## config.mk

```make
export PLATFORM = sky130hd
export DESIGN_NAME = cache_bank
export DESIGN_NICKNAME = d
export VERILOG_FILES = /design/src/hdl/dcache_pkg.sv /design/src/hdl/cache_bank.sv
export VERILOG_INCLUDE_DIRS = /design/src /design/src/hdl
export SDC_FILE = /design/constraint.sdc
export NUM_CORES = 2
export LEC_CHECK = 0
export BUFFER_PORTS_ARGS = -buffer_cell sky130_fd_sc_hd__buf_2
export CAP_MARGIN = 40
export CELL_PAD_IN_SITES_DETAIL_PLACEMENT = 0
export CELL_PAD_IN_SITES_GLOBAL_PLACEMENT = 1
export CORE_AREA = 2 2 399 401
export DETAILED_ROUTE_END_ITERATION = 10
export DIE_AREA = 0 0 401 403
export PLACE_DENSITY_LB_ADDON = 0.1
export SETUP_SLACK_MARGIN = 0.5
export SYNTH_ARGS = -nofsm -noshare
export SYNTH_HDL_FRONTEND = slang
export SYNTH_SLANG_ARGS = --single-unit
```

## constraint.sdc

```tcl
create_clock -name clk -period 15.1 [get_ports clk]
set_clock_uncertainty 0.2 [all_clocks]
set_input_delay 0 -clock clk [delete_from_list [all_inputs] [get_ports clk]]
set_output_delay 0 -clock clk [all_outputs]
set_load 0.01 [all_outputs]
```

## src/hdl/dcache_settings.svh

```systemverilog
`ifndef DCACHE_SETTINGS_SVH
`define DCACHE_SETTINGS_SVH

// Physical address width
`define DC_ADDR_BITS 15

// Bytes per line, low 4 address bits are the byte offset
`define DC_LINE_BYTES 16

// Index width per bank, address bits 8:5
`define DC_INDEX_BITS 4

// Request ID width
`define DC_ID_BITS 7

// Access queue entries, also the starting credit count
`define DC_AQ_DEPTH 4

`endif

```

## src/hdl/dcache_pkg.sv

```systemverilog
`default_nettype none
`include "dcache_settings.svh"

package dcache_pkg;

   // Address field positions, bank select sits just above the byte offset
   localparam int BANK_BIT  = $clog2(`DC_LINE_BYTES);
   localparam int INDEX_LSB = BANK_BIT + 1;
   localparam int TAG_LSB   = INDEX_LSB + `DC_INDEX_BITS;
   localparam int TAG_BITS  = `DC_ADDR_BITS - TAG_LSB;
   localparam int LINES     = 1 << `DC_INDEX_BITS;

   typedef logic [`DC_ADDR_BITS-1:0]            paddr_t;
   typedef logic [`DC_LINE_BYTES*8-1:0]         line_t;
   typedef logic [`DC_ID_BITS-1:0]              req_id_t;
   typedef logic [`DC_INDEX_BITS-1:0]           index_t;
   typedef logic [TAG_BITS-1:0]                 tag_t;
   typedef logic [$clog2(`DC_AQ_DEPTH+1)-1:0]   credit_t;

   typedef enum logic {
      op_read,
      op_write
   } aq_op_t;

endpackage

`default_nettype wire

```

## src/hdl/cache_bank.sv

```systemverilog
`timescale 1ns/1ns
`default_nettype none

module cache_bank
   import dcache_pkg::*;
(
   input  wire          clk,
   input  wire          rst_i,
   input  wire          head_valid_i,
   input  wire aq_op_t  head_op_i,
   input  wire paddr_t  head_addr_i,
   input  wire req_id_t head_id_i,
   input  wire line_t   head_line_i,
   input  wire          take_i,
   output logic         pop_o,
   output logic         out_valid_o,
   output req_id_t      out_id_o,
   output logic         out_hit_o,
   output line_t        out_line_o
);

   logic [LINES-1:0] valid_q;
   tag_t             tag_mem  [LINES];
   line_t            line_mem [LINES];

   index_t idx;
   tag_t   tag;
   logic   lookup_hit;
   logic   pop_rd;
   logic   pop_wr;

   assign idx = head_addr_i[INDEX_LSB +: $bits(index_t)];
   assign tag = head_addr_i[TAG_LSB +: $bits(tag_t)];

   assign lookup_hit = valid_q[idx] && (tag_mem[idx] == tag);

   // Pop only when the result slot is free or drains this cycle
   assign pop_o  = head_valid_i && (!out_valid_o || take_i);
   assign pop_rd = pop_o && (head_op_i == op_read);
   assign pop_wr = pop_o && (head_op_i == op_write);

   // Full-line install
   always_ff @(posedge clk) begin
      if (pop_wr) begin
         tag_mem[idx]  <= tag;
         line_mem[idx] <= head_line_i;
      end
   end

   always_ff @(posedge clk) begin
      if (rst_i)
         valid_q <= '0;
      else if (pop_wr)
         valid_q[idx] <= 1'b1;
   end

   // Result register, held until the merge takes it
   always_ff @(posedge clk) begin
      if (rst_i)
         out_valid_o <= 1'b0;
      else if (pop_rd)
         out_valid_o <= 1'b1;
      else if (take_i)
         out_valid_o <= 1'b0;
   end

   always_ff @(posedge clk) begin
      if (pop_rd) begin
         out_id_o   <= head_id_i;
         out_hit_o  <= lookup_hit;
         // Misses return zeros rather than a stale line
         out_line_o <= lookup_hit ? line_mem[idx] : '0;
      end
   end

endmodule

`default_nettype wire

```

==> results.yml <==
clocking:
  postCtsSetupBuffers: 0
  hold_buffers: 294
  cts_resized: 0
  root_buffer: "clkbuf_16"
  htreeDepth: 4
  clockBufferDepth: 3
  path_clk_slew_ps: 60
  cts_made_buffers: 223
  insertion_delay_ps: 840
  cts_tree: "done"
  cts_sinks: 2297
layout:
  final_nets: 4329
  drive_gt1_share_pct: 34.5
  stdcell_count: 6442
  area_growth_pct: 16.9
  num-fill-cells: 10100
global_route:
  antenna_found_initial: 26
  grt_max_degree: 174
  grt-ovfl-total: 0
  grt_pass1_wl_um: 295000
  grt_usage_pct: 25.6
  grt_pass1_vias: 42500
detailed_routing:
  route.met2.wl_um: 105000
  wl_per_cell_um: 31.8
  via_count: 40500
  first_pass_iters: 7
  drc: 0
  antenna_left: 0
  top_layer_used: "met5"
  m1WireLength_um: 81400
  drt-initial-drc-count: 4558
  wl_met3_um: 14200
  wl_um: 205000
  via_per_inst: 6.29
power:
  power.share.combinational_pct: 5.4
  p_int_mw: 10.5
  power-per-cell-area_nw_per_um2: 129
  leakage_nw: 32.5
  p_sw_share_pct: 20.6
  power.share.clock_pct: 40.8
  p_seq_share_pct: 53.9
  ir_drop_uv: 117
  p_switching_mw: 2.71
synth:
  seq_area_frac_synth_pct: 78.7
  syn-num-nets: 3609
  yosysMostFrequentCell: "edfxtp_1"
  syn_inst: 3454
  ys_async_sr_fraction_pct: 0
  synth-seq-cells: 2297
  synth.distinct_cells: 43
  syn_area_um2: 87500
  synth.area.top_cells: "edfxtp_1, mux4_2, nor4b_2, buf_2, mux2i_1"
  synth_area_leader_cell: "edfxtp_1"
  yosys_warnings: 0
  avgSynthCellArea_um2: 25.3
  synth_top_area_share_pct: 78.3
  synth_ff_type: "edfxtp_1"
  synth_commonest_cells: "edfxtp_1, mux4_2, nor4b_2, buf_2, clkbuf_1"
  synth_edf_count: 2280
floorplanning:
  fp.dieArea_um2: 162000
  chipHeight_um: 403
  core-area_um2: 157000
  initial_core_util_pct: 55.6
  die_w_um: 401
  fp-row-count: 146
  io_pins: 293
critical_path:
  cp_slowest_cell: "buf_8"
  critPathMostFrequentCell: "buf_12"
  cp_num_buf_inv: 6
  cp.required_ps: 15430
  critPathKind: "primary input to flop"
  r2r-start: "tag_mem[7][4]$_DFFE_PP_"
  start_kind: "primary input"
  cp_top_family: "buffers and inverters"
  crit_start: "head_addr_i[6]"
  ff2ff_setup_slack_ps: 11240
  worstPathArrival_ps: 5280
  critical-path-max-stage-delay_ps: 850
  end_kind: "flop"
  timing.rr.end: "out_line_o[51]$_SDFFCE_PN0P_"
  endpoint: "out_line_o[51]$_SDFFCE_PN0P_"
  cp_num_cells: 12
  cp_cell_sequence: "buf_8, buf_12, buf_4, buf_16, mux2i_1, a22oi_1, nand2_1, o21bai_1, a21bo_4, buf_12, buf_12, nor4b_2"
  critical_path_peak_fanout: 173
  rr_worst_depth: 7
flow_run:
  drv_cap: 0
sta:
  relSlewSlack_pct: 16.7
  tightest_slew_ps: 1250
  setup_viol: 0
  rsz0062_at_grt: "no"
  fin_crit_sh_pct: 32.8
  hold_viol_final: 0
  fmax_mhz: 202
  holdWs_ps: 78.0
  drv_slew: 0
  tns_ps: 0
  layout_setup_ws_ps: 10140
  fin_crit_ps: 4960
placed_design:
  hpwl_um: 101000
  port_buffers: 287
  gp_congestion: 0.738
  dp_cells: 5727
  pre_cts_ws_ps: 9290
worst_hold_path:
  hold_path_class: "primary input to flop"
  min_path_cells: 2
run_status:
  status: "completed"
## area by class of cell
cell class,instances,area [um2],share of cell area (%)
well taps,2072,2590,2.53
repair buffers,699,5960,5.83
inverters,3,18.8,0.0183
clock buffers,274,5890,5.75
clock inverters,137,1200,1.18
flip-flops and latches,2297,68800,67.3
multi-input cells,950,17800,17.4
diodes,10,25.0,0.0245
## metal layers
layer  vias up  global-route usage [%]
met2      1628                    43.0
met3       326                    4.59
met1     21900                    35.2
li1      16600                       -
met4        24                    6.86
met5         -                       0
## stage by stage
stage	util, %	total power, mW	area [um2]
after floorplan	-	7.65	87500
after global placement	58.1	7.85	91400
after detailed placement	58.6	7.89	92200
after CTS	64.9	13.3	102000
after global routing	65.0	13.6	102000
final	65.0	13.2	102000
## placed cells by master, fill, tap and decap left out, types with 36 or more instances in the layout
cell type,instances
mux2i_1,36
nor4b_2,110
buf_2,284
clkbuf_16,227
dlygate4sd3_1,294
buf_4,80
clkinv_2,40
clkinv_1,59
mux4_2,652
edfxtp_1,2280
clkbuf_1,44
## worst min path at each step
| stage | start | to | slack (ps) |
|---|---|---|---|
| 3_3_place_gp | head_id_i[3] | out_id_o[3]$_DFFE_PP_ | -20 |
| 5_1_grt | head_addr_i[9] | tag_mem[15][0]$_DFFE_PP_ | 50 |
| 6_report | head_addr_i[9] | tag_mem[4][0]$_DFFE_PP_ | 80 |
| 2_1_floorplan | rst_i | out_valid_o$_SDFFE_PP0P_ | -130 |
| 3_5_place_dp | head_id_i[3] | out_id_o[3]$_DFFE_PP_ | -20 |
| 4_1_cts | head_addr_i[9] | tag_mem[4][0]$_DFFE_PP_ | 10 |
## power groups by stage
stage                     Clock (mW)  Sequential, mW  Combinational (mW)
after floorplan                    0            7.26               0.395
after global placement             0            7.24               0.614
after detailed placement           0            7.25               0.646
after CTS                       5.47            7.11               0.714
after global routing            5.71            7.11               0.750
final                           5.38            7.11               0.706
## state kept, by name, summed over array words and instances (netlist names)
| signal | cells |
|---|---|
| tag_mem | 96 |
| out_hit_o | 1 |
| out_line_o | 128 |
| out_valid_o | 1 |
| valid_q | 16 |
| line_mem | 2048 |
| out_id_o | 7 |
## worst register-to-register path, stage by stage, from the launching register on
cell and delay [ps]:
edfxtp_1 370, mux4_2 470, mux4_2 480, xnor2_1 170
a21bo_4 520, buf_12 290, buf_12 740, nor4b_2 310
## logic make-up (layout without fill, tap and decap cells)
family          Yosys count  count (layout)  synth area share [%]
compound gates           48              48                 0.415
xor+xnor                  4               4                0.0400
buf+inv                 207            1113                  1.16
flops                  2297            2297                  78.7
mux                     691             691                  17.2
other cells               0              10                     0
simple gates            207             207                  2.50
Note: power is estimated with default switching activity, not from simulation.
