==> src/hdl/dcache_settings.svh <==
`ifndef DCACHE_SETTINGS_SVH
`define DCACHE_SETTINGS_SVH

// Physical address width
`define DC_ADDR_BITS 15

// Bytes per line, low 4 address bits are the byte offset
`define DC_LINE_BYTES 16

// Index width per bank, address bits 8:5
`define DC_INDEX_BITS 4

// Request ID width
`define DC_ID_BITS 7

// Access queue entries, also the starting credit count
`define DC_AQ_DEPTH 4

`endif

==> src/hdl/dcache_pkg.sv <==
`default_nettype none
`include "dcache_settings.svh"

package dcache_pkg;

   // Address field positions, bank select sits just above the byte offset
   localparam int BANK_BIT  = $clog2(`DC_LINE_BYTES);
   localparam int INDEX_LSB = BANK_BIT + 1;
   localparam int TAG_LSB   = INDEX_LSB + `DC_INDEX_BITS;
   localparam int TAG_BITS  = `DC_ADDR_BITS - TAG_LSB;
   localparam int LINES     = 1 << `DC_INDEX_BITS;

   typedef logic [`DC_ADDR_BITS-1:0]            paddr_t;
   typedef logic [`DC_LINE_BYTES*8-1:0]         line_t;
   typedef logic [`DC_ID_BITS-1:0]              req_id_t;
   typedef logic [`DC_INDEX_BITS-1:0]           index_t;
   typedef logic [TAG_BITS-1:0]                 tag_t;
   typedef logic [$clog2(`DC_AQ_DEPTH+1)-1:0]   credit_t;

   typedef enum logic {
      op_read,
      op_write
   } aq_op_t;

endpackage

`default_nettype wire

==> src/hdl/access_queue.sv <==
`timescale 1ns/1ns
`default_nettype none
`include "dcache_settings.svh"

module access_queue
   import dcache_pkg::*;
(
   input  wire          clk,
   input  wire          rst_i,
   input  wire          push_i,
   input  wire aq_op_t  push_op_i,
   input  wire paddr_t  push_addr_i,
   input  wire req_id_t push_id_i,
   input  wire line_t   push_line_i,
   input  wire          pop_i,
   output logic         head_valid_o,
   output aq_op_t       head_op_o,
   output paddr_t       head_addr_o,
   output req_id_t      head_id_o,
   output line_t        head_line_o,
   output logic         credit_o
);

   localparam int PTR_BITS = $clog2(`DC_AQ_DEPTH);

   aq_op_t  op_mem   [`DC_AQ_DEPTH];
   paddr_t  addr_mem [`DC_AQ_DEPTH];
   req_id_t id_mem   [`DC_AQ_DEPTH];
   line_t   line_mem [`DC_AQ_DEPTH];

   logic [PTR_BITS-1:0] wr_ptr;
   logic [PTR_BITS-1:0] rd_ptr;
   credit_t             count;
   logic                do_pop;

   function automatic logic [PTR_BITS-1:0] ptr_inc(logic [PTR_BITS-1:0] p);
      ptr_inc = (p == PTR_BITS'(`DC_AQ_DEPTH - 1)) ? '0 : p + 1'b1;
   endfunction

   assign head_valid_o = (count != '0);
   assign do_pop       = pop_i && head_valid_o;

   assign head_op_o   = op_mem[rd_ptr];
   assign head_addr_o = addr_mem[rd_ptr];
   assign head_id_o   = id_mem[rd_ptr];
   assign head_line_o = line_mem[rd_ptr];

   // Space is guaranteed by the sender's credits
   always_ff @(posedge clk) begin
      if (push_i) begin
         op_mem[wr_ptr]   <= push_op_i;
         addr_mem[wr_ptr] <= push_addr_i;
         id_mem[wr_ptr]   <= push_id_i;
         line_mem[wr_ptr] <= push_line_i;
      end
   end

   always_ff @(posedge clk) begin
      if (rst_i) begin
         wr_ptr   <= '0;
         rd_ptr   <= '0;
         count    <= '0;
         credit_o <= 1'b0;
      end else begin
         if (push_i)
            wr_ptr <= ptr_inc(wr_ptr);
         if (do_pop)
            rd_ptr <= ptr_inc(rd_ptr);
         count    <= count + credit_t'(push_i) - credit_t'(do_pop);
         credit_o <= do_pop;
      end
   end

endmodule

`default_nettype wire

==> config.mk <==
export PLATFORM = sky130hd
export DESIGN_NAME = access_queue
export DESIGN_NICKNAME = d
export VERILOG_FILES = /design/src/hdl/dcache_pkg.sv /design/src/hdl/access_queue.sv
export VERILOG_INCLUDE_DIRS = /design/src /design/src/hdl
export SDC_FILE = /design/constraint.sdc
export NUM_CORES = 1
export LEC_CHECK = 0
export BUFFER_PORTS_ARGS = -buffer_cell sky130_fd_sc_hd__buf_2
export CAP_MARGIN = 15
export CORE_ASPECT_RATIO = 1.2
export CORE_MARGIN = 3
export CORE_UTILIZATION = 60
export CTS_BUF_LIST = sky130_fd_sc_hd__clkbuf_16
export CTS_CLUSTER_DIAMETER = 60
export CTS_CLUSTER_SIZE = 24
export DETAILED_ROUTE_END_ITERATION = 8
export PLACE_DENSITY = 0.83
export SLEW_MARGIN = 20
export SYNTH_ARGS = -nofsm -noshare
export SYNTH_HDL_FRONTEND = slang
export SYNTH_SLANG_ARGS = --single-unit
export TNS_END_PERCENT = 20
==> constraint.sdc <==
create_clock -name clk -period 7.7 [get_ports clk]
set_input_delay 1.155 -clock clk [delete_from_list [all_inputs] [get_ports clk]]
set_output_delay 1.155 -clock clk [all_outputs]
set_load 0.05 [all_outputs]
==> summary.txt <==
Outcome
  • Status: completed

Clock tree
  • Worst-skew pair later-pin latency: 0.54 ns
  • Clock sink count: 614
  • Hold Buf Count CTS: 0
  • H-Tree Depth: 2
  • Clk buf depth: 3
  • Post-CTS sizing: 0
  • CTS clk-pin slew, worst paths: 0.08 ns
  • Total CTS buffers: 36
  • # Post-CTS Setup Buffers: 0
  • TritonCTS clock tree: done
  • Clock root buffer: clkbuf_16

Logic synthesis
  • Number of enable flip-flop cells after synthesis: 604
  • Synth Area in Simple Gates: 0.422%
  • Syn Inst Count: 835
  • Mapped Area: 22300 µm²
  • Post-Syn Nets: 998
  • Number of synthesis warnings: 0
  • Yosys reg bits: 614
  • Mean Syn Cell Area: 26.7 µm²
  • Async SR Flop Fraction: 0%
  • Largest family of logic cells by synthesized area: multiplexers
  • Synth unique cells: 21
  • Multiplexer share of the synthesized area: 15.4%
  • Register area share after synthesis: 82.4%
  • Ys flop type: edfxtp_1
  • Synth Area in Adders: 0.483%
  • Compound-Gate Fraction of Synth Area: 0.0618%
  • Post-synthesis xor/xnor area fraction: 0.101%

Routing
  • Iteration-0 DRC Markers: 875
  • DRC Markers: 0
  • Drt pass-1 iters: 5
  • Average wire per standard cell: 24.8 µm
  • Via density: 5.93
  • Routed Antenna Nets: 0
  • Vias: 9846
  • Final Routed Wirelength: 41100 µm

Worst setup path
  • Critical Path Start Type: flop
  • Critical path type: flop to output pin
  • Crit-path max FO: 43
  • CP Data Arrival Time: 2.77 ns
  • Critical path endpoint category: output pin
  • CP required: 6.55 ns

Final layout
  • Layout Area Growth over Synthesis: 14.2%
  • Fin cells: 1661
  • Share of cells above drive strength 1: 45.0%
  • Nets@finish: 1320
  • Fin util: 70.2%

Global routing
  • Tot GR Track Use: 21.2%
  • First-pass GRT wire length: 63100 µm
  • Largest net degree at the start of global routing: 93
  • Vias in the first global route: 10400
  • Initial antenna violation count: 16
  • GRT overflow: 0

STA
  • Finish-stage setup viols: 0
  • Final Cycle Share: 51.0%
  • Hold Vio Cnt, Final: 0
  • Setup TNS: 0 ns
  • RSZ-0062 raised after global routing: no
  • Worst Tran Pin Value: 0.968 ns
  • Relative slew margins: 35.5%
  • Layout Skew: 0.0125 ns
  • Fmax: 0.255 GHz
  • Final slew viol count: 0
  • Fin crit period: 3.93 ns

Min path
  • Hold Path Class: flop to flop

Power and ir drop
  • Power Density: 315 nW/µm²
  • Final Power: 8010 µW
  • Lkg Pwr: 0.00842 µW
  • Worst IR Drop VDD: 0.280 mV

Die
  • Initial core utilization: 61.4%
  • Die H: 217 µm
  • Core area: 36200 µm²
  • Die Area: 39500 µm²
  • DIE WIDTH: 182 µm
  • Rows: 76
  • I/O pins: 308

Placed design
  • Post-placement cell count: 1587
  • DP HPWL: 24900 µm
  • Final GP Congestion: 0.751
  • PortBufs: 307

Run
  • Max Cap Viol: 0
through the flow:
step | cell area (µm²) | worst slack, ns | hold slack, ns
final | 25400 | 3.77 | 0.504
after global routing | 25400 | 3.55 | 0.563
after CTS | 25400 | 3.66 | 0.505
after detailed placement | 24300 | 4.28 | 0.490
after global placement | 24300 | 4.29 | 0.475
after floorplan | 22300 | 2.57 | 0.468
worst max-delay path, cell delays in order, from the launching register on:
cell and delay, ns:
dfxtp_4 0.59, buf_4 0.74, mux4_2 0.64, buf_2 0.24
kinds of logic (layout without fill, tap and decap cells):
group | after synthesis | count (layout)
xor+xnor | 1 | 1
other cells | 0 | 13
compound gates | 2 | 2
flops | 614 | 614
buf+inv | 40 | 385
mux | 154 | 154
simple gates | 16 | 16
fa+ha+maj | 8 | 8
synth_stat cells, types with 3 or more instances:
cell      number  share of area [%]
and2_1         4               0.11
buf_2         17               0.38
buf_6         11               0.56
clkbuf_1       7               0.12
dfxtp_1       10               0.90
edfxtp_1     604                 81
ha_1           7               0.39
inv_1          5              0.084
mux4_2       151                 15
nand2b_1       3              0.084
nor2_1         3              0.051
nor2b_1        3              0.084
metal layers:
metal | GRT usage (%) | vias to the layer above | share of wire [%]
met2 | 34.3 | 340 | 51
met5 | 0 | - | 0.19
met1 | 28.6 | 5144 | 38
met4 | 7.42 | 12 | 3.6
li1 | - | 4262 | -
met3 | 5.53 | 88 | 7.7
final cells by class:
cell class                 instances  area [µm²]
multi-input combinational        181        3680
fill                            2117       10800
tap                              468         586
sequential                       614       18300
clock inverter                    24         196
inverter                           5        18.8
timing repair buffer             319        1640
antenna                           13        32.5
clock buffer                      37         926
layout by cell type (no fill, tap or decap), types with 2 or more instances in the layout:
cell	Yosys	routed
and2_4	0	4
buf_2	17	307
buf_4	0	11
clkbuf_16	0	37
clkinv_2	0	2
clkinv_8	0	4
clkinvlp_4	0	3
dfxtp_1	10	8
dfxtp_4	0	2
diode_2	0	13
edfxtp_1	604	604
ha_1	7	7
inv_1	5	12
inv_6	0	3
inv_8	0	3
mux2i_1	2	2
mux4_2	151	151
nand2b_1	3	3
nor2_1	3	3
nor2b_1	3	3
worst paths after layout:
check / from / endpoint / slack, ns / cells after the start
hold / removal: rd_ptr[1]$_SDFFE_PP0N_ / flop / 0.50 / 2
hold reg to reg: rd_ptr[1]$_SDFFE_PP0N_ / flop / 0.50 / 2
setup reg to reg: wr_ptr[0]$_SDFFE_PP0P_ / line_mem[3][94]$_DFFE_PP_ / 5.07 / 3
setup / recovery: flop / head_line_o[123] / 3.77 / 3
report_power, final:
part | internal (µW) | leakage, µW | total [µW] | switching (µW)
Clock | 911 | 0.000567 | 1940 | 1030
Sequential | 3820 | 0.00563 | 3890 | 70.4
Combinational | 677 | 0.00223 | 2180 | 1500
Total | 5410 | 0.00842 | 8010 | 2610
state kept, by name (all words and copies together) (netlist names), named ones only:
| register | count |
|---|---|
| op_mem | 4 |
| addr_mem | 60 |
| count | 3 |
| credit_o | 1 |
| rd_ptr | 2 |
| id_mem | 28 |
| line_mem | 512 |
| wr_ptr | 2 |
Power figures use the tool's default switching activity.
