<file path="config.mk">
export PLATFORM = sky130hd
export DESIGN_NAME = result_merge
export DESIGN_NICKNAME = d
export VERILOG_FILES = /design/src/hdl/dcache_pkg.sv /design/src/hdl/result_merge.sv
export VERILOG_INCLUDE_DIRS = /design/src /design/src/hdl
export SDC_FILE = /design/constraint.sdc
export NUM_CORES = 1
export LEC_CHECK = 0
export BUFFER_PORTS_ARGS = -buffer_cell sky130_fd_sc_hd__buf_2
export CAP_MARGIN = 20
export CORE_AREA = 5 5 159 161
export DETAILED_ROUTE_END_ITERATION = 7
export DIE_AREA = 0 0 164 166
export SLEW_MARGIN = 10
export SYNTH_ARGS = -nofsm -noshare
export SYNTH_HDL_FRONTEND = slang
export SYNTH_SLANG_ARGS = --single-unit
</file>
<file path="constraint.sdc">
create_clock -name clk -period 3.71 [get_ports clk]
set_clock_uncertainty 0.05 [all_clocks]
set_input_delay 0.9275 -clock clk [delete_from_list [all_inputs] [get_ports clk]]
set_output_delay 0.9275 -clock clk [all_outputs]
set_load 0.01 [all_outputs]
</file>
<file path="src/hdl/dcache_settings.svh">
`ifndef DCACHE_SETTINGS_SVH
`define DCACHE_SETTINGS_SVH

// Physical address width
`define DC_ADDR_BITS 15

// Bytes per line, low 4 address bits are the byte offset
`define DC_LINE_BYTES 16

// Index width per bank, address bits 8:5
`define DC_INDEX_BITS 4

// Request ID width
`define DC_ID_BITS 7

// Access queue entries, also the starting credit count
`define DC_AQ_DEPTH 4

`endif

</file>
<file path="src/hdl/dcache_pkg.sv">
`default_nettype none
`include "dcache_settings.svh"

package dcache_pkg;

   // Address field positions, bank select sits just above the byte offset
   localparam int BANK_BIT  = $clog2(`DC_LINE_BYTES);
   localparam int INDEX_LSB = BANK_BIT + 1;
   localparam int TAG_LSB   = INDEX_LSB + `DC_INDEX_BITS;
   localparam int TAG_BITS  = `DC_ADDR_BITS - TAG_LSB;
   localparam int LINES     = 1 << `DC_INDEX_BITS;

   typedef logic [`DC_ADDR_BITS-1:0]            paddr_t;
   typedef logic [`DC_LINE_BYTES*8-1:0]         line_t;
   typedef logic [`DC_ID_BITS-1:0]              req_id_t;
   typedef logic [`DC_INDEX_BITS-1:0]           index_t;
   typedef logic [TAG_BITS-1:0]                 tag_t;
   typedef logic [$clog2(`DC_AQ_DEPTH+1)-1:0]   credit_t;

   typedef enum logic {
      op_read,
      op_write
   } aq_op_t;

endpackage

`default_nettype wire

</file>
<file path="src/hdl/result_merge.sv">
`timescale 1ns/1ns
`default_nettype none

module result_merge
   import dcache_pkg::*;
(
   input  wire          clk,
   input  wire          rst_i,
   input  wire          out_valid_e_i,
   input  wire req_id_t out_id_e_i,
   input  wire          out_hit_e_i,
   input  wire line_t   out_line_e_i,
   input  wire          out_valid_o_i,
   input  wire req_id_t out_id_o_i,
   input  wire          out_hit_o_i,
   input  wire line_t   out_line_o_i,
   input  wire          res_ready_i,
   output logic         take_e_o,
   output logic         take_o_o,
   output logic         res_valid_o,
   output req_id_t      res_id_o,
   output logic         res_hit_o,
   output line_t        res_line_o
);

   logic ptr_q;
   logic sel;
   logic xfer;

   // Pointer decides when both banks hold a result
   assign sel = (out_valid_e_i && out_valid_o_i) ? ptr_q : out_valid_o_i;

   assign res_valid_o = sel ? out_valid_o_i : out_valid_e_i;
   assign res_id_o    = sel ? out_id_o_i    : out_id_e_i;
   assign res_hit_o   = sel ? out_hit_o_i   : out_hit_e_i;
   assign res_line_o  = sel ? out_line_o_i  : out_line_e_i;

   assign xfer     = res_valid_o && res_ready_i;
   assign take_e_o = xfer && !sel;
   assign take_o_o = xfer && sel;

   // A stall parks the pointer on the held choice
   always_ff @(posedge clk) begin
      if (rst_i) begin
         ptr_q <= 1'b0;
      end else if (res_valid_o) begin
         if (res_ready_i)
            ptr_q <= ~sel;
         else
            ptr_q <= sel;
      end
   end

endmodule

`default_nettype wire

</file>
==> parameters.txt <==
Parameter                              Value

Setup path
  Crit path capture type ... primary output
  Stages on the worst setup path ... 7
  Worst reg-to-reg path cell count ... 3
  Family of cells with the greatest summed delay on the critical path ... buffers and inverters
  Master of the slowest instance on the critical path ... sky130_fd_sc_hd__mux2_4
  CP Data Required Time ... 2.73 ns
  Worst EP arrival ... 2.26 ns
  Setup crit end ... res_line_o[61]
  Kind of start point of the critical path ... input port
  Maximum fanout along the worst path ... 31
  Setup slack of the worst register-to-register path ... ~2.8 ns
  Series of cell instances along the critical path ... buf_2, inv_2, o21ai_4, buf_12, buf_12, mux2_4, buf_2
  Critical path class ... in -> out
  Startpoint of the most critical register-to-register path ... ptr_q$_SDFFE_PP0P_
  Reg-to-Reg End ... ptr_q$_SDFFE_PP0P_
  Buf+Inv Stages, Crit Path ... 5
  Launching element of the worst setup path ... out_valid_e_i
  Slowest stage delay, CP ... roughly 0.34 ns

Floorplanning
  Site row count ... 57
  Die area ... 27200 µm²
  Die width ... around 160 µm
  Vertical die dimension ... roughly 170 µm
  IO Pins ... approximately 420
  Floorplan core area ... between 20000 and 25000 µm²
  Initial Utilization ... 0.101

STA
  Peak Freq ... around 300 MHz
  Setup TNS Final ... 0 ns
  Slew Limit Fails ... 0
  Min cycle time layout ... ~3.2 ns
  Post-route clock period utilization ... 0.872
  Final setup violation count ... 0
  Worst-margin pin slew ... roughly 0.28 ns
  Unrepaired setup endpoints after global routing ... false
  Max-Slew Margin vs Limit ... 0.815
  Smallest hold slack ... a little over 0.6 ns
  Hold violation count in the final report ... 0

Drt
  Detailed-route DRC error count ... 0
  Number of iterations in the first detailed-routing pass ... 4
  Wirelength per Cell ... between 15 and 20 µm
  Vias post-DR ... about 3.1k
  DR iter-0 viols ... about 100
  Number of nets still failing antenna checks after routing ... 0
  Vias per inst ... between 3 and 4
  Total wirelength of the detailed-routed design ... 14.8 mm

Synthesis
  Most frequent cells after synthesis ... sky130_fd_sc_hd__mux2_4, sky130_fd_sc_hd__buf_12, sky130_fd_sc_hd__mux2_2
  Number of cells produced by synthesis ... 162
  Top-count cell post-synth ... sky130_fd_sc_hd__mux2_4
  Mapped cell area ... 2400 µm²
  Proportion of synthesized flip-flops having asynchronous set or reset ... 0
  Fraction of post-synthesis cell area in the top cell type by area ... 0.807
  Sequential-to-total area share from yosys stat ... 0.00834
  Cell accounting for the most synthesized area ... sky130_fd_sc_hd__mux2_4
  Per-instance average area after synthesis ... 14.8 µm²
  Number of synthesized flops with an enable pin ... 0
  Most used flip-flop cell after synthesis ... sky130_fd_sc_hd__dfxtp_1
  Synth unique cells ... 15
  Net count of the mapped netlist ... 439
  Top post-synthesis cells by area ... sky130_fd_sc_hd__mux2_4, sky130_fd_sc_hd__buf_12, sky130_fd_sc_hd__mux2_2
  Warning count from the yosys run ... 0
  Post-synthesis sequential element count ... 1

Clocking
  Quantity of hold-fixing buffers added after cts ... 0
  Clock-pin slew of the registers on the worst-case setup and hold paths ... 0 ns
  Clock network latency to the later pin of the worst-skew pair ... 0 ns
  CTS-repair resized insts ... 0
  Post-CTS Setup Inserts ... 0

Power and ir drop
  Fraction of power spent switching nets ... 0.406
  Max VDD drop ... 0.0000713 V
  Clk pwr share ... 0
  Power density over the cells ... between 100 and 150 nW/µm²
  P_int ... 0.000421 W
  Flop pwr share ... 0.019
  Leakage ... about 2.9 nW
  Logic pwr share ... 0.981
  Psw ... 0.000288 W

Finish
  Regs by FF count ... ptr_q (1)
  Sequential cell area in the final layout ... roughly 20 µm²
  Area occupied by multi-input gates ... ~2100 µm²
  Fillcell total ... 2658
  Synth-to-Final Area Change ... 97.9%
  Max FFs per register ... 1
  Largest register by flop count ... ptr_q
  Share of cells above drive strength 1 ... 0.988
  Number of nets in the layout ... between 800 and 900

Global routing
  Initial antenna violation count ... 4
  Largest net degree at the start of global routing ... 33
  Number of global-route vias before repair ... around 3.4k
  First-pass GRT wire length ... around 20 mm
  All-Layer GR Usage ... 0.0948
  Total grt overflow ... 0

Placed design
  Estimated wirelength of the detail-placed design ... 13.8 mm
  Final weighted congestion in routability-driven placement ... ~0.90
  Number of port buffers ... ~420

Job
  Max-cap violations ... 0

Outcome
  Run status ... complete, no violations

Min path
  Class of the tightest hold or removal check ... reg -> reg
## metal layers
metal / GRT usage / routed length (µm) / vias up
met3: 0.0191 / 1420 / 10
met5: 0 / 0 / -
met4: 0.0146 / 150 / 0
li1: - / - / 1448
met1: 0.103 / 5580 / 1395
met2: 0.188 / 7670 / 267
## power by group through the flow
stage | Clock (W) | Sequential (W) | Combinational (W)
floorplan | 0 | 0.0000133 | 0.000404
global placement | 0 | 0.0000134 | 0.000701
detailed placement | 0 | 0.0000135 | 0.000701
CTS | 0 | 0.0000135 | 0.000705
global route | 0.0000000000722 | 0.0000136 | 0.000740
finish | 0.000000000145 | 0.0000135 | 0.000696
## tightest hold or removal path: stages (launching register included)
cell and delay (ns):
sky130_fd_sc_hd__dfxtp_1 0.41, sky130_fd_sc_hd__a21o_2 0.15, sky130_fd_sc_hd__a21oi_1 0.05
## placed cells by master, fill, tap and decap left out, drive strengths merged
cell      n
buf     428
mux2    136
diode     4
inv       2
or2       1
o21ai     1
a211oi    1
nor2      1
mux2i     1
a21o      1
o211ai    1
a21oi     1
dfxtp     1
## area by class of cell
type / count / area share
timing repair buffer: 428 / 0.469
multi-input combinational: 144 / 0.438
antenna: 4 / 0.00211
inverter: 2 / 0.00158
tap: 324 / 0.0854
sequential: 1 / 0.00422
## through the flow
step	power [W]	instance area [µm²]	worst slack (ns)	cells	utilization
finish	0.000710	4750	0.476	903	0.199
global route	0.000754	4740	0.422	901	0.199
CTS	0.000718	4740	0.472	899	0.199
detailed placement	0.000714	4740	0.474	899	0.199
global placement	0.000715	4740	0.473	899	0.199
floorplan	0.000418	2400	0.969	162	-
## worst min-delay path by stage
stage	start	end	slack, ns	cells after the start
4_1_cts	ptr_q$_SDFFE_PP0P_	ptr_q$_SDFFE_PP0P_	0.62	2
6_report	ptr_q$_SDFFE_PP0P_	ptr_q$_SDFFE_PP0P_	0.62	2
3_3_place_gp	ptr_q$_SDFFE_PP0P_	ptr_q$_SDFFE_PP0P_	0.61	2
5_1_grt	ptr_q$_SDFFE_PP0P_	ptr_q$_SDFFE_PP0P_	0.64	2
3_5_place_dp	ptr_q$_SDFFE_PP0P_	ptr_q$_SDFFE_PP0P_	0.62	2
2_1_floorplan	ptr_q$_SDFFE_PP0P_	ptr_q$_SDFFE_PP0P_	0.57	2
## cell families (layout without fill, tap and decap cells)
family          Yosys count  in the layout  synth area share
compound gates            5              5            0.0188
flops                     1              1           0.00834
mux                     137            137             0.844
simple gates              2              2           0.00417
buf+inv                  17            430             0.125
other cells               0              4                 0
No activity file was read; power rests on OpenSTA's default activity.
