--- config.mk ---
export PLATFORM = sky130hd
export DESIGN_NAME = access_steer
export DESIGN_NICKNAME = d
export VERILOG_FILES = /design/src/hdl/dcache_pkg.sv /design/src/hdl/access_steer.sv
export VERILOG_INCLUDE_DIRS = /design/src /design/src/hdl
export SDC_FILE = /design/constraint.sdc
export NUM_CORES = 1
export LEC_CHECK = 0
export BUFFER_PORTS_ARGS = -buffer_cell sky130_fd_sc_hd__buf_2
export CORE_AREA = 3 3 183 185
export CTS_BUF_LIST = sky130_fd_sc_hd__clkbuf_4 sky130_fd_sc_hd__clkbuf_8
export DETAILED_ROUTE_END_ITERATION = 8
export DIE_AREA = 0 0 186 188
export SETUP_SLACK_MARGIN = 0.3
export SLEW_MARGIN = 40
export SYNTH_ARGS = -nofsm -noshare
export SYNTH_HDL_FRONTEND = slang
export SYNTH_SLANG_ARGS = --single-unit
export TNS_END_PERCENT = 100
--- constraint.sdc ---
create_clock -name clk -period 2.56 [get_ports clk]
set_input_delay 0.512 -clock clk [delete_from_list [all_inputs] [get_ports clk]]
set_output_delay 0.512 -clock clk [all_outputs]
set_load 0.02 [all_outputs]
--- src/hdl/dcache_settings.svh ---
`ifndef DCACHE_SETTINGS_SVH
`define DCACHE_SETTINGS_SVH

// Physical address width
`define DC_ADDR_BITS 15

// Bytes per line, low 4 address bits are the byte offset
`define DC_LINE_BYTES 16

// Index width per bank, address bits 8:5
`define DC_INDEX_BITS 4

// Request ID width
`define DC_ID_BITS 7

// Access queue entries, also the starting credit count
`define DC_AQ_DEPTH 4

`endif

--- src/hdl/dcache_pkg.sv ---
`default_nettype none
`include "dcache_settings.svh"

package dcache_pkg;

   // Address field positions, bank select sits just above the byte offset
   localparam int BANK_BIT  = $clog2(`DC_LINE_BYTES);
   localparam int INDEX_LSB = BANK_BIT + 1;
   localparam int TAG_LSB   = INDEX_LSB + `DC_INDEX_BITS;
   localparam int TAG_BITS  = `DC_ADDR_BITS - TAG_LSB;
   localparam int LINES     = 1 << `DC_INDEX_BITS;

   typedef logic [`DC_ADDR_BITS-1:0]            paddr_t;
   typedef logic [`DC_LINE_BYTES*8-1:0]         line_t;
   typedef logic [`DC_ID_BITS-1:0]              req_id_t;
   typedef logic [`DC_INDEX_BITS-1:0]           index_t;
   typedef logic [TAG_BITS-1:0]                 tag_t;
   typedef logic [$clog2(`DC_AQ_DEPTH+1)-1:0]   credit_t;

   typedef enum logic {
      op_read,
      op_write
   } aq_op_t;

endpackage

`default_nettype wire

--- src/hdl/access_steer.sv ---
`timescale 1ns/1ns
`default_nettype none
`include "dcache_settings.svh"

module access_steer
   import dcache_pkg::*;
(
   input  wire          clk,
   input  wire          rst_i,
   input  wire          rd_valid_i,
   input  wire paddr_t  rd_addr_i,
   input  wire req_id_t rd_id_i,
   input  wire          wb_valid_i,
   input  wire paddr_t  wb_addr_i,
   input  wire line_t   wb_line_i,
   input  wire          credit_e_i,
   input  wire          credit_o_i,
   output logic         rd_ready_o,
   output logic         wb_ready_o,
   output logic         push_e_o,
   output logic         push_o_o,
   output aq_op_t       push_op_e_o,
   output aq_op_t       push_op_o_o,
   output paddr_t       push_addr_e_o,
   output paddr_t       push_addr_o_o,
   output req_id_t      push_id_e_o,
   output req_id_t      push_id_o_o,
   output line_t        push_line_e_o,
   output line_t        push_line_o_o
);

   credit_t cred_e;
   credit_t cred_o;
   logic    rd_bank;
   logic    wb_bank;
   logic    rd_fire;
   logic    wb_fire;
   logic    wr_e;
   logic    wr_o;

   assign rd_bank = rd_addr_i[BANK_BIT];
   assign wb_bank = wb_addr_i[BANK_BIT];

   assign wb_ready_o = wb_bank ? (cred_o != '0) : (cred_e != '0);

   // Read waits when a write wants the same bank
   assign rd_ready_o = (rd_bank ? (cred_o != '0) : (cred_e != '0)) &&
                       !(wb_valid_i && (wb_bank == rd_bank));

   assign wb_fire = wb_valid_i && wb_ready_o;
   assign rd_fire = rd_valid_i && rd_ready_o;

   assign wr_e = wb_fire && !wb_bank;
   assign wr_o = wb_fire && wb_bank;

   assign push_e_o = wr_e || (rd_fire && !rd_bank);
   assign push_o_o = wr_o || (rd_fire && rd_bank);

   // Even bank fields
   assign push_op_e_o   = wr_e ? op_write : op_read;
   assign push_addr_e_o = wr_e ? wb_addr_i : rd_addr_i;
   assign push_id_e_o   = wr_e ? '0 : rd_id_i;
   assign push_line_e_o = wr_e ? wb_line_i : '0;

   // Odd bank fields
   assign push_op_o_o   = wr_o ? op_write : op_read;
   assign push_addr_o_o = wr_o ? wb_addr_i : rd_addr_i;
   assign push_id_o_o   = wr_o ? '0 : rd_id_i;
   assign push_line_o_o = wr_o ? wb_line_i : '0;

   // One queue slot per credit
   always_ff @(posedge clk) begin
      if (rst_i) begin
         cred_e <= credit_t'(`DC_AQ_DEPTH);
         cred_o <= credit_t'(`DC_AQ_DEPTH);
      end else begin
         cred_e <= cred_e + credit_t'(credit_e_i) - credit_t'(push_e_o);
         cred_o <= cred_o + credit_t'(credit_o_i) - credit_t'(push_o_o);
      end
   end

endmodule

`default_nettype wire

==> impl_metrics.csv, run 1 <==
group,metric,value,unit
logic_synthesis,synth_fp_nets,552,
die,num_rows,66,
routing,vias,4382,
sta,finalHoldViolations,0,
routing,wl_met3,1.347,mm
setup_path,worstSetupPathType,"in -> out",
logic_synthesis,synthCells,375,
logic_synthesis,yosys-top-cells-area,"and2_1 (58%), mux2_4 (7.7%), buf_6 (6.2%)",
logic_synthesis,synth_adder_area_share,3.286,%
routing,met2_length,10.31,mm
routing,dr.pass1.iters,4,
setup_path,r2r-end,"cred_e[2]$_SDFF_PP1_",
sta,tns,0,ps
power_and_ir_drop,vdd_drop_max,0.0002472,V
cells_and_area,fillers,3624,
cells_and_area,area_growth,124.8,%
clock_network,cts_tree,"done",
global_routing,grt_start_max_net_pins,79,
global_routing,grt_overflow,0,
clock_network,clock-root-buffer,"clkbuf_8",
power_and_ir_drop,leakage,3.691,nW
clock_network,numCtsBuffers,3,
logic_synthesis,ys_warn_count,0,
setup_path,endpoint_kind,"primary output",
power_and_ir_drop,power.density,405.3,nW/µm²
logic_synthesis,synth-seq-cells,6,
setup_path,critical_path_arrival,1730,ps
global_routing,grt_pass1_wl,23.45,mm
logic_synthesis,seq_area_frac_synth,4.382,%
setup_path,crit_family,"buffers and inverters",
sta,fin_crit,2241,ps
die,die_area,34970,µm²
logic_synthesis,synth-xor-area-share,1.597,%
setup_path,reg2reg_depth,11,
logic_synthesis,synth_compound_area_share,0.6846,%
global_routing,groute.usage.overall,8.838,%
place,gp_congestion,0.7607,
sta,drv_slew,0,
job,maxCapViolCount,0,
sta,clock_skew,0.1088,ps
outcome,status,"completed",
die,ios,477,
setup_path,crit_buf_inv,4,
setup_path,critical_path.cell_chain,"buf_4, nand2b_4, nor2_4, buf_12, clkbuf_16, mux2_2, buf_6",
clock_network,htreeDepth,1,
setup_path,cp_num_cells,7,
routing,detail_route.wl_per_cell,15.76,µm
logic_synthesis,syn_area,2741,µm²
sta,timing.hold.ws,538.2,ps
cells_and_area,fin_nets,1030,
sta,max-slew-margin-rel,79.04,%
logic_synthesis,synth_area_leader_cell,"and2_1",
routing,drt_iter0_drc,102,
place,io_buffers,476,
cells_and_area,drive_gt1_share,64.39,%
setup_path,regToRegStartpoint,"cred_e[2]$_SDFF_PP1_",
clock_network,clk_latency,220,ps
logic_synthesis,syn_area_per_cell,7.310,µm²
routing,drt-total-wl,19.87,mm
sta,finalCritPeriodShare,87.55,%
die,core_area,32210,µm²
logic_synthesis,yosys.area_share.simple,66.32,%
setup_path,path_max_fanout,7,
logic_synthesis,synth.distinct_cells,24,
setup_path,cp_slowest_cell,"mux2_2",
setup_path,crit_end,"push_addr_e_o[1]",
die,die_w,186,µm
clock_network,path_clk_slew,40,ps
routing,wl_met1,8.051,mm
place,place_hpwl,14.84,mm
routing,vias_per_cell,3.475,
setup_path,critPathRequiredTime,2050,ps
die,fp.dieH,188,µm
min_path,hp-class,"in -> reg",
logic_synthesis,netlist.area_leader.share,58.42,%
logic_synthesis,synth_top_family_by_area,"simple AND/OR/NAND/NOR gates",
sta,rsz0062_at_grt,"true",
logic_synthesis,muxShareOfSynthArea,13.78,%
setup_path,startpoint,"wb_addr_i[4]",
sta,worstMarginPinSlew,311.5,ps
routing,postRouteAntennaNets,0,
clock_network,cts_buffer_depth,2,
die,start_util,8.512,%
routing,drc,0,
sta,timing.fmax,446.2,MHz
setup_path,max_stage_delay,340,ps
clock_network,clkSinkCount,6,
routing,top_layer,"met4",
global_routing,antenna_found_initial,2,
sta,setup_viol,0,
setup_path,reg2reg_slack,380,ps
setup_path,start_kind,"primary input",
global_routing,grt_pass1_vias,4000,
## worst min-delay path by stage
stage / from / to / slack (ps) / cells after the start
4_1_cts: rst_i / cred_e[1]$_SDFF_PP0_ / 540 / 2
6_report: rst_i / cred_e[1]$_SDFF_PP0_ / 540 / 2
3_5_place_dp: cred_e[2]$_SDFF_PP1_ / cred_e[2]$_SDFF_PP1_ / 560 / 2
2_1_floorplan: cred_o[1]$_SDFF_PP0_ / cred_o[2]$_SDFF_PP1_ / 540 / 2
3_3_place_gp: cred_o[1]$_SDFF_PP0_ / cred_o[2]$_SDFF_PP1_ / 550 / 2
5_1_grt: rst_i / cred_e[1]$_SDFF_PP0_ / 540 / 2
## cell families after synthesis
family	count (synthesis)
AOI/OAI and AO/OA	3
xor gates and xnor gates	5
adders and majority gates	6
buffers and inverters	39
DFF	6
muxes	29
and+or+nand+nor	287
## layer usage
| metal | global-route usage (%) | vias to the layer above |
|---|---|---|
| met5 | 0 | - |
| met4 | 0.7734 | 0 |
| met3 | 0.7759 | 10 |
| met2 | 17.42 | 305 |
| met1 | 10.60 | 1974 |
| li1 | - | 2093 |
## metrics by stage
stage | std cells | util, % | instance area (µm²) | setup WS, ps | total power, mW
after floorplan | 375 | - | 2756 | 286.3 | 1.403
after global placement | 1232 | 17.05 | 5490 | 179.7 | 1.997
after detailed placement | 1232 | 17.05 | 5490 | 125.3 | 2.019
after CTS | 1244 | 17.86 | 5752 | 268.5 | 2.307
after global routing | 1260 | 19.13 | 6161 | 254.6 | 2.670
final | 1261 | 19.14 | 6163 | 318.8 | 2.498
## registers in the layout (all words and copies together) (netlist names)
register / flops
cred_e: 3
cred_o: 3
## where the power goes
group          total [mW]  switching [mW]  internal (mW)
Combinational        2.18            1.21          0.967
Sequential          0.181          0.0485          0.133
Clock               0.139          0.0380          0.101
Total                2.50            1.30           1.20
## cells in the mapped netlist
master and n:
mux2i_1 1, xnor2_1 4, clkbuf_2 9, xor2_1 1, nand2_1 2, ha_1 4
inv_1 7, and2_1 256, mux2_4 14, clkbuf_1 6, a221oi_1 1, buf_2 2
nor3_4 2, dfxtp_1 6, or2_1 1, fa_1 2, a21oi_1 2, buf_6 15
mux2_2 14, nor2b_1 18, nor4_1 1, nor2_1 1, nor2_4 2, nand2b_1 4
## area by class of cell
| type | instances | area (µm²) | area share [%] |
|---|---|---|---|
| diodes | 2 | 5.005 | 0.08120 |
| clock buffers | 3 | 41.29 | 0.6699 |
| inverters | 7 | 26.28 | 0.4263 |
| multi-input cells | 330 | 2424 | 39.32 |
| flip-flops and latches | 6 | 122.6 | 1.989 |
| well taps | 408 | 510.5 | 8.283 |
| repair buffers | 505 | 3034 | 49.23 |
## repair_timing
action | 4_1_cts | 5_1_grt
setup endpoints to repair | 24 | 122
setup buffers | 5 | 9
cloned | 4 | 6
pin swaps | 2 | 3
gates resized for setup | 6 | 56
hold buffers | 0 | 0
## layout by cell type, fill, tap and decap left out, types with 3 or more instances in the layout
| cell type | instances |
|---|---|
| xnor2_1 | 4 |
| inv_1 | 7 |
| buf_4 | 22 |
| clkbuf_8 | 3 |
| buf_12 | 7 |
| ha_1 | 4 |
| clkbuf_16 | 6 |
| buf_16 | 4 |
| dfxtp_1 | 4 |
| and2_1 | 255 |
| buf_6 | 13 |
| mux2_4 | 26 |
| buf_2 | 451 |
| nand2b_1 | 3 |
| nor2b_1 | 17 |
No activity file was read; power rests on OpenSTA's default activity.
==> run 2: changes to the inputs <==
- CELL_PAD_IN_SITES_DETAIL_PLACEMENT: not set -> 0
- CELL_PAD_IN_SITES_GLOBAL_PLACEMENT: not set -> 1
- CORE_AREA: 3 3 183 185 -> 3 3 186 188
- DIE_AREA: 0 0 186 188 -> 0 0 189 191
- PLACE_DENSITY_LB_ADDON: not set -> 0.1
==> run 2 against run 1 <==
  * Power down 3.1%
  * Die area is 3.2% higher
  * Worst setup slack got worse by 24 ps
  * Final cell count increased by 3.0%
  * Critical path depth did not move
  * Via count fell by 3.7%
  * Sequential power about the same
  * Combinational power shrank 4%
  * Clock skew about the same
  * Sequential share of layout area is 0.067 points higher
  * Critical path type unchanged
==> impl_metrics.csv, run 2 (synthesis gave the netlist of run 1 again) <==
group,metric,value,unit
outcome,status,"completed",
power_and_ir_drop,power_frac_seq,7.4,%
routing,postRouteAntennaNets,0,
cells_and_area,fin_nets,1028,
clock_network,clk_latency,220,ps
clock_network,cts_tree,"done",
sta,rsz0062_at_grt,"true",
setup_path,worstSetupPathType,"in -> out",
setup_path,critPathRequiredTime,2050,ps
sta,fin_crit,2265,ps
setup_path,regToRegStartpoint,"cred_e[1]$_SDFF_PP0_",
cells_and_area,multiInputGateArea,2376,µm²
global_routing,top_usage_layer,"met2",
routing,drc,0,
die,start_util,8.237,%
global_routing,grt_pass1_wl,26.56,mm
setup_path,start_kind,"primary input",
power_and_ir_drop,clkPwrFrac,5.7,%
die,die_w,189,µm
place,dp.cells,1279,
place,placed_area,5605,µm²
sta,finalHoldViolations,0,
setup_path,path_max_fanout,11,
global_routing,grt_pass1_vias,4046,
power_and_ir_drop,leakage,3.582,nW
sta,worstMarginPinSlew,280.5,ps
global_routing,groute.usage.overall,9.631,%
sta,timing.fmax,441.5,MHz
sta,timing.hold.ws,537.4,ps
min_path,hp-class,"in -> reg",
global_routing,grtUsageMet1,10.31,%
die,ios,477,
power_and_ir_drop,power.internal,1.145,mW
sta,finalCritPeriodShare,88.48,%
power_and_ir_drop,power.density,401.7,nW/µm²
routing,drt_iter0_drc,76,
die,die_area,36100,µm²
power_and_ir_drop,p_switching,1.275,mW
cells_and_area,drive_gt1_share,64.08,%
global_routing,grt_util_met2,19.14,%
routing,vias_per_cell,3.248,
power_and_ir_drop,switching_share,52.69,%
clock_network,clkSinkCount,6,
sta,max-slew-margin-rel,81.13,%
power_and_ir_drop,power_frac_comb,87.0,%
routing,dr.pass1.iters,4,
power_and_ir_drop,vdd_drop_max,0.0001893,V
cells_and_area,final_util,18.10,%
clock_network,htreeDepth,1,
clock_network,clock-root-buffer,"clkbuf_8",
global_routing,grtUsageMet3,2.751,%
setup_path,startpoint,"wb_addr_i[4]",
die,num_rows,67,
cells_and_area,layout_commonest_cell,"buf_2",
cells_and_area,fillers,3892,
clock_network,path_clk_slew,40,ps
cells_and_area,reg_top3,"cred_e (3), cred_o (3)",
cells_and_area,final_cell_mix,"buf_2 (460), and2_1 (255), buf_4 (24)",
setup_path,critical_path.cell_chain,"buf_2, nand2b_4, nor2_4, buf_12, buf_16, mux2_2, buf_2",
place,place_hpwl,16.18,mm
cells_and_area,stdcell_area,6023,µm²
global_routing,antenna_found_initial,5,
cells_and_area,final-seq-area,123.9,µm²
setup_path,cp_slowest_cell,"mux2_2",
setup_path,endpoint_kind,"primary output",
sta,drv_slew,0,
clock_network,cts_buffer_depth,2,
sta,clock_skew,0.1796,ps
setup_path,critical_path_arrival,1750,ps
sta,tns,0,ps
cells_and_area,area_growth,119.7,%
routing,detail_route.wl_per_cell,15.53,µm
die,core_area,33280,µm²
setup_path,cpMostUsedCell,"buf_2",
sta,setup_viol,0,
place,gp_congestion,0.6826,
min_path,worstHoldStart,"rst_i",
die,fp.dieH,191,µm
job,maxCapViolCount,0,
setup_path,max_stage_delay,340,ps
cells_and_area,stdcell_count,1299,
routing,drt-total-wl,20.17,mm
clock_network,numCtsBuffers,3,
place,io_buffers,476,
routing,vias,4219,
global_routing,grt_start_max_net_pins,75,
global_routing,grt_overflow,0,
[run 2: cell types whose count changed in the layout (fill, tap and decap cells not counted), moves of 3 or more]
| cell | delta |
|---|---|
| mux2_2 | +12 |
| clkbuf_16 | -3 |
| buf_6 | -11 |
| buf_2 | +9 |
| mux2_4 | -12 |
[run 2: layout make-up]
| cell class | count | area share (%) |
|---|---|---|
| inverter | 7 | 0.4362 |
| multi-input combinational | 330 | 39.45 |
| clock buffer | 3 | 0.6855 |
| sequential | 6 | 2.057 |
| timing repair buffer | 503 | 47.98 |
| tap | 448 | 9.306 |
| antenna | 2 | 0.08309 |
[run 2: stage by stage]
step	worst slack (ps)	total power, mW
floorplan	286.3	1.403
global placement	172.9	2.152
detailed placement	166.3	2.115
CTS	265.9	2.389
global route	229.6	2.627
finish	295.0	2.420
[run 2: what timing repair did]
action / CTS / global route
gates resized for setup: 19 / 9
setup buffers: 2 / 6
hold buffers: 0 / 0
setup endpoints to repair: 52 / 197
pin swaps: 2 / 4
gates cloned: 4 / 3
[run 2: worst paths after layout]
kind / slack, ps / endpoint / cells past startpoint
max: 300 / push_addr_e_o[7] / 7
min: 540 / cred_e[1]$_SDFF_PP0_ / 2
max reg2reg: 460 / cred_e[2]$_SDFF_PP1_ / 11
min reg2reg: 580 / cred_e[2]$_SDFF_PP1_ / 2
[run 2: power groups by stage]
stage | registers [mW] | logic [mW] | clock network [mW]
finish | 0.178 | 2.10 | 0.137
global route | 0.183 | 2.29 | 0.150
CTS | 0.180 | 2.06 | 0.146
detailed placement | 0.181 | 1.93 | 0
global placement | 0.186 | 1.97 | 0
floorplan | 0.172 | 1.23 | 0
[run 2: worst max-delay path, delay by kind of cell]
kind | cells | cell delay, ps
simple gates | 2 | 280
mux | 1 | 340
buf+inv | 4 | 600
[run 2: metal layers]
layer,wire length [µm],share of wire (%)
met5,13,0.064
met4,78,0.39
met3,1758,8.7
met2,10970,54
met1,7353,36
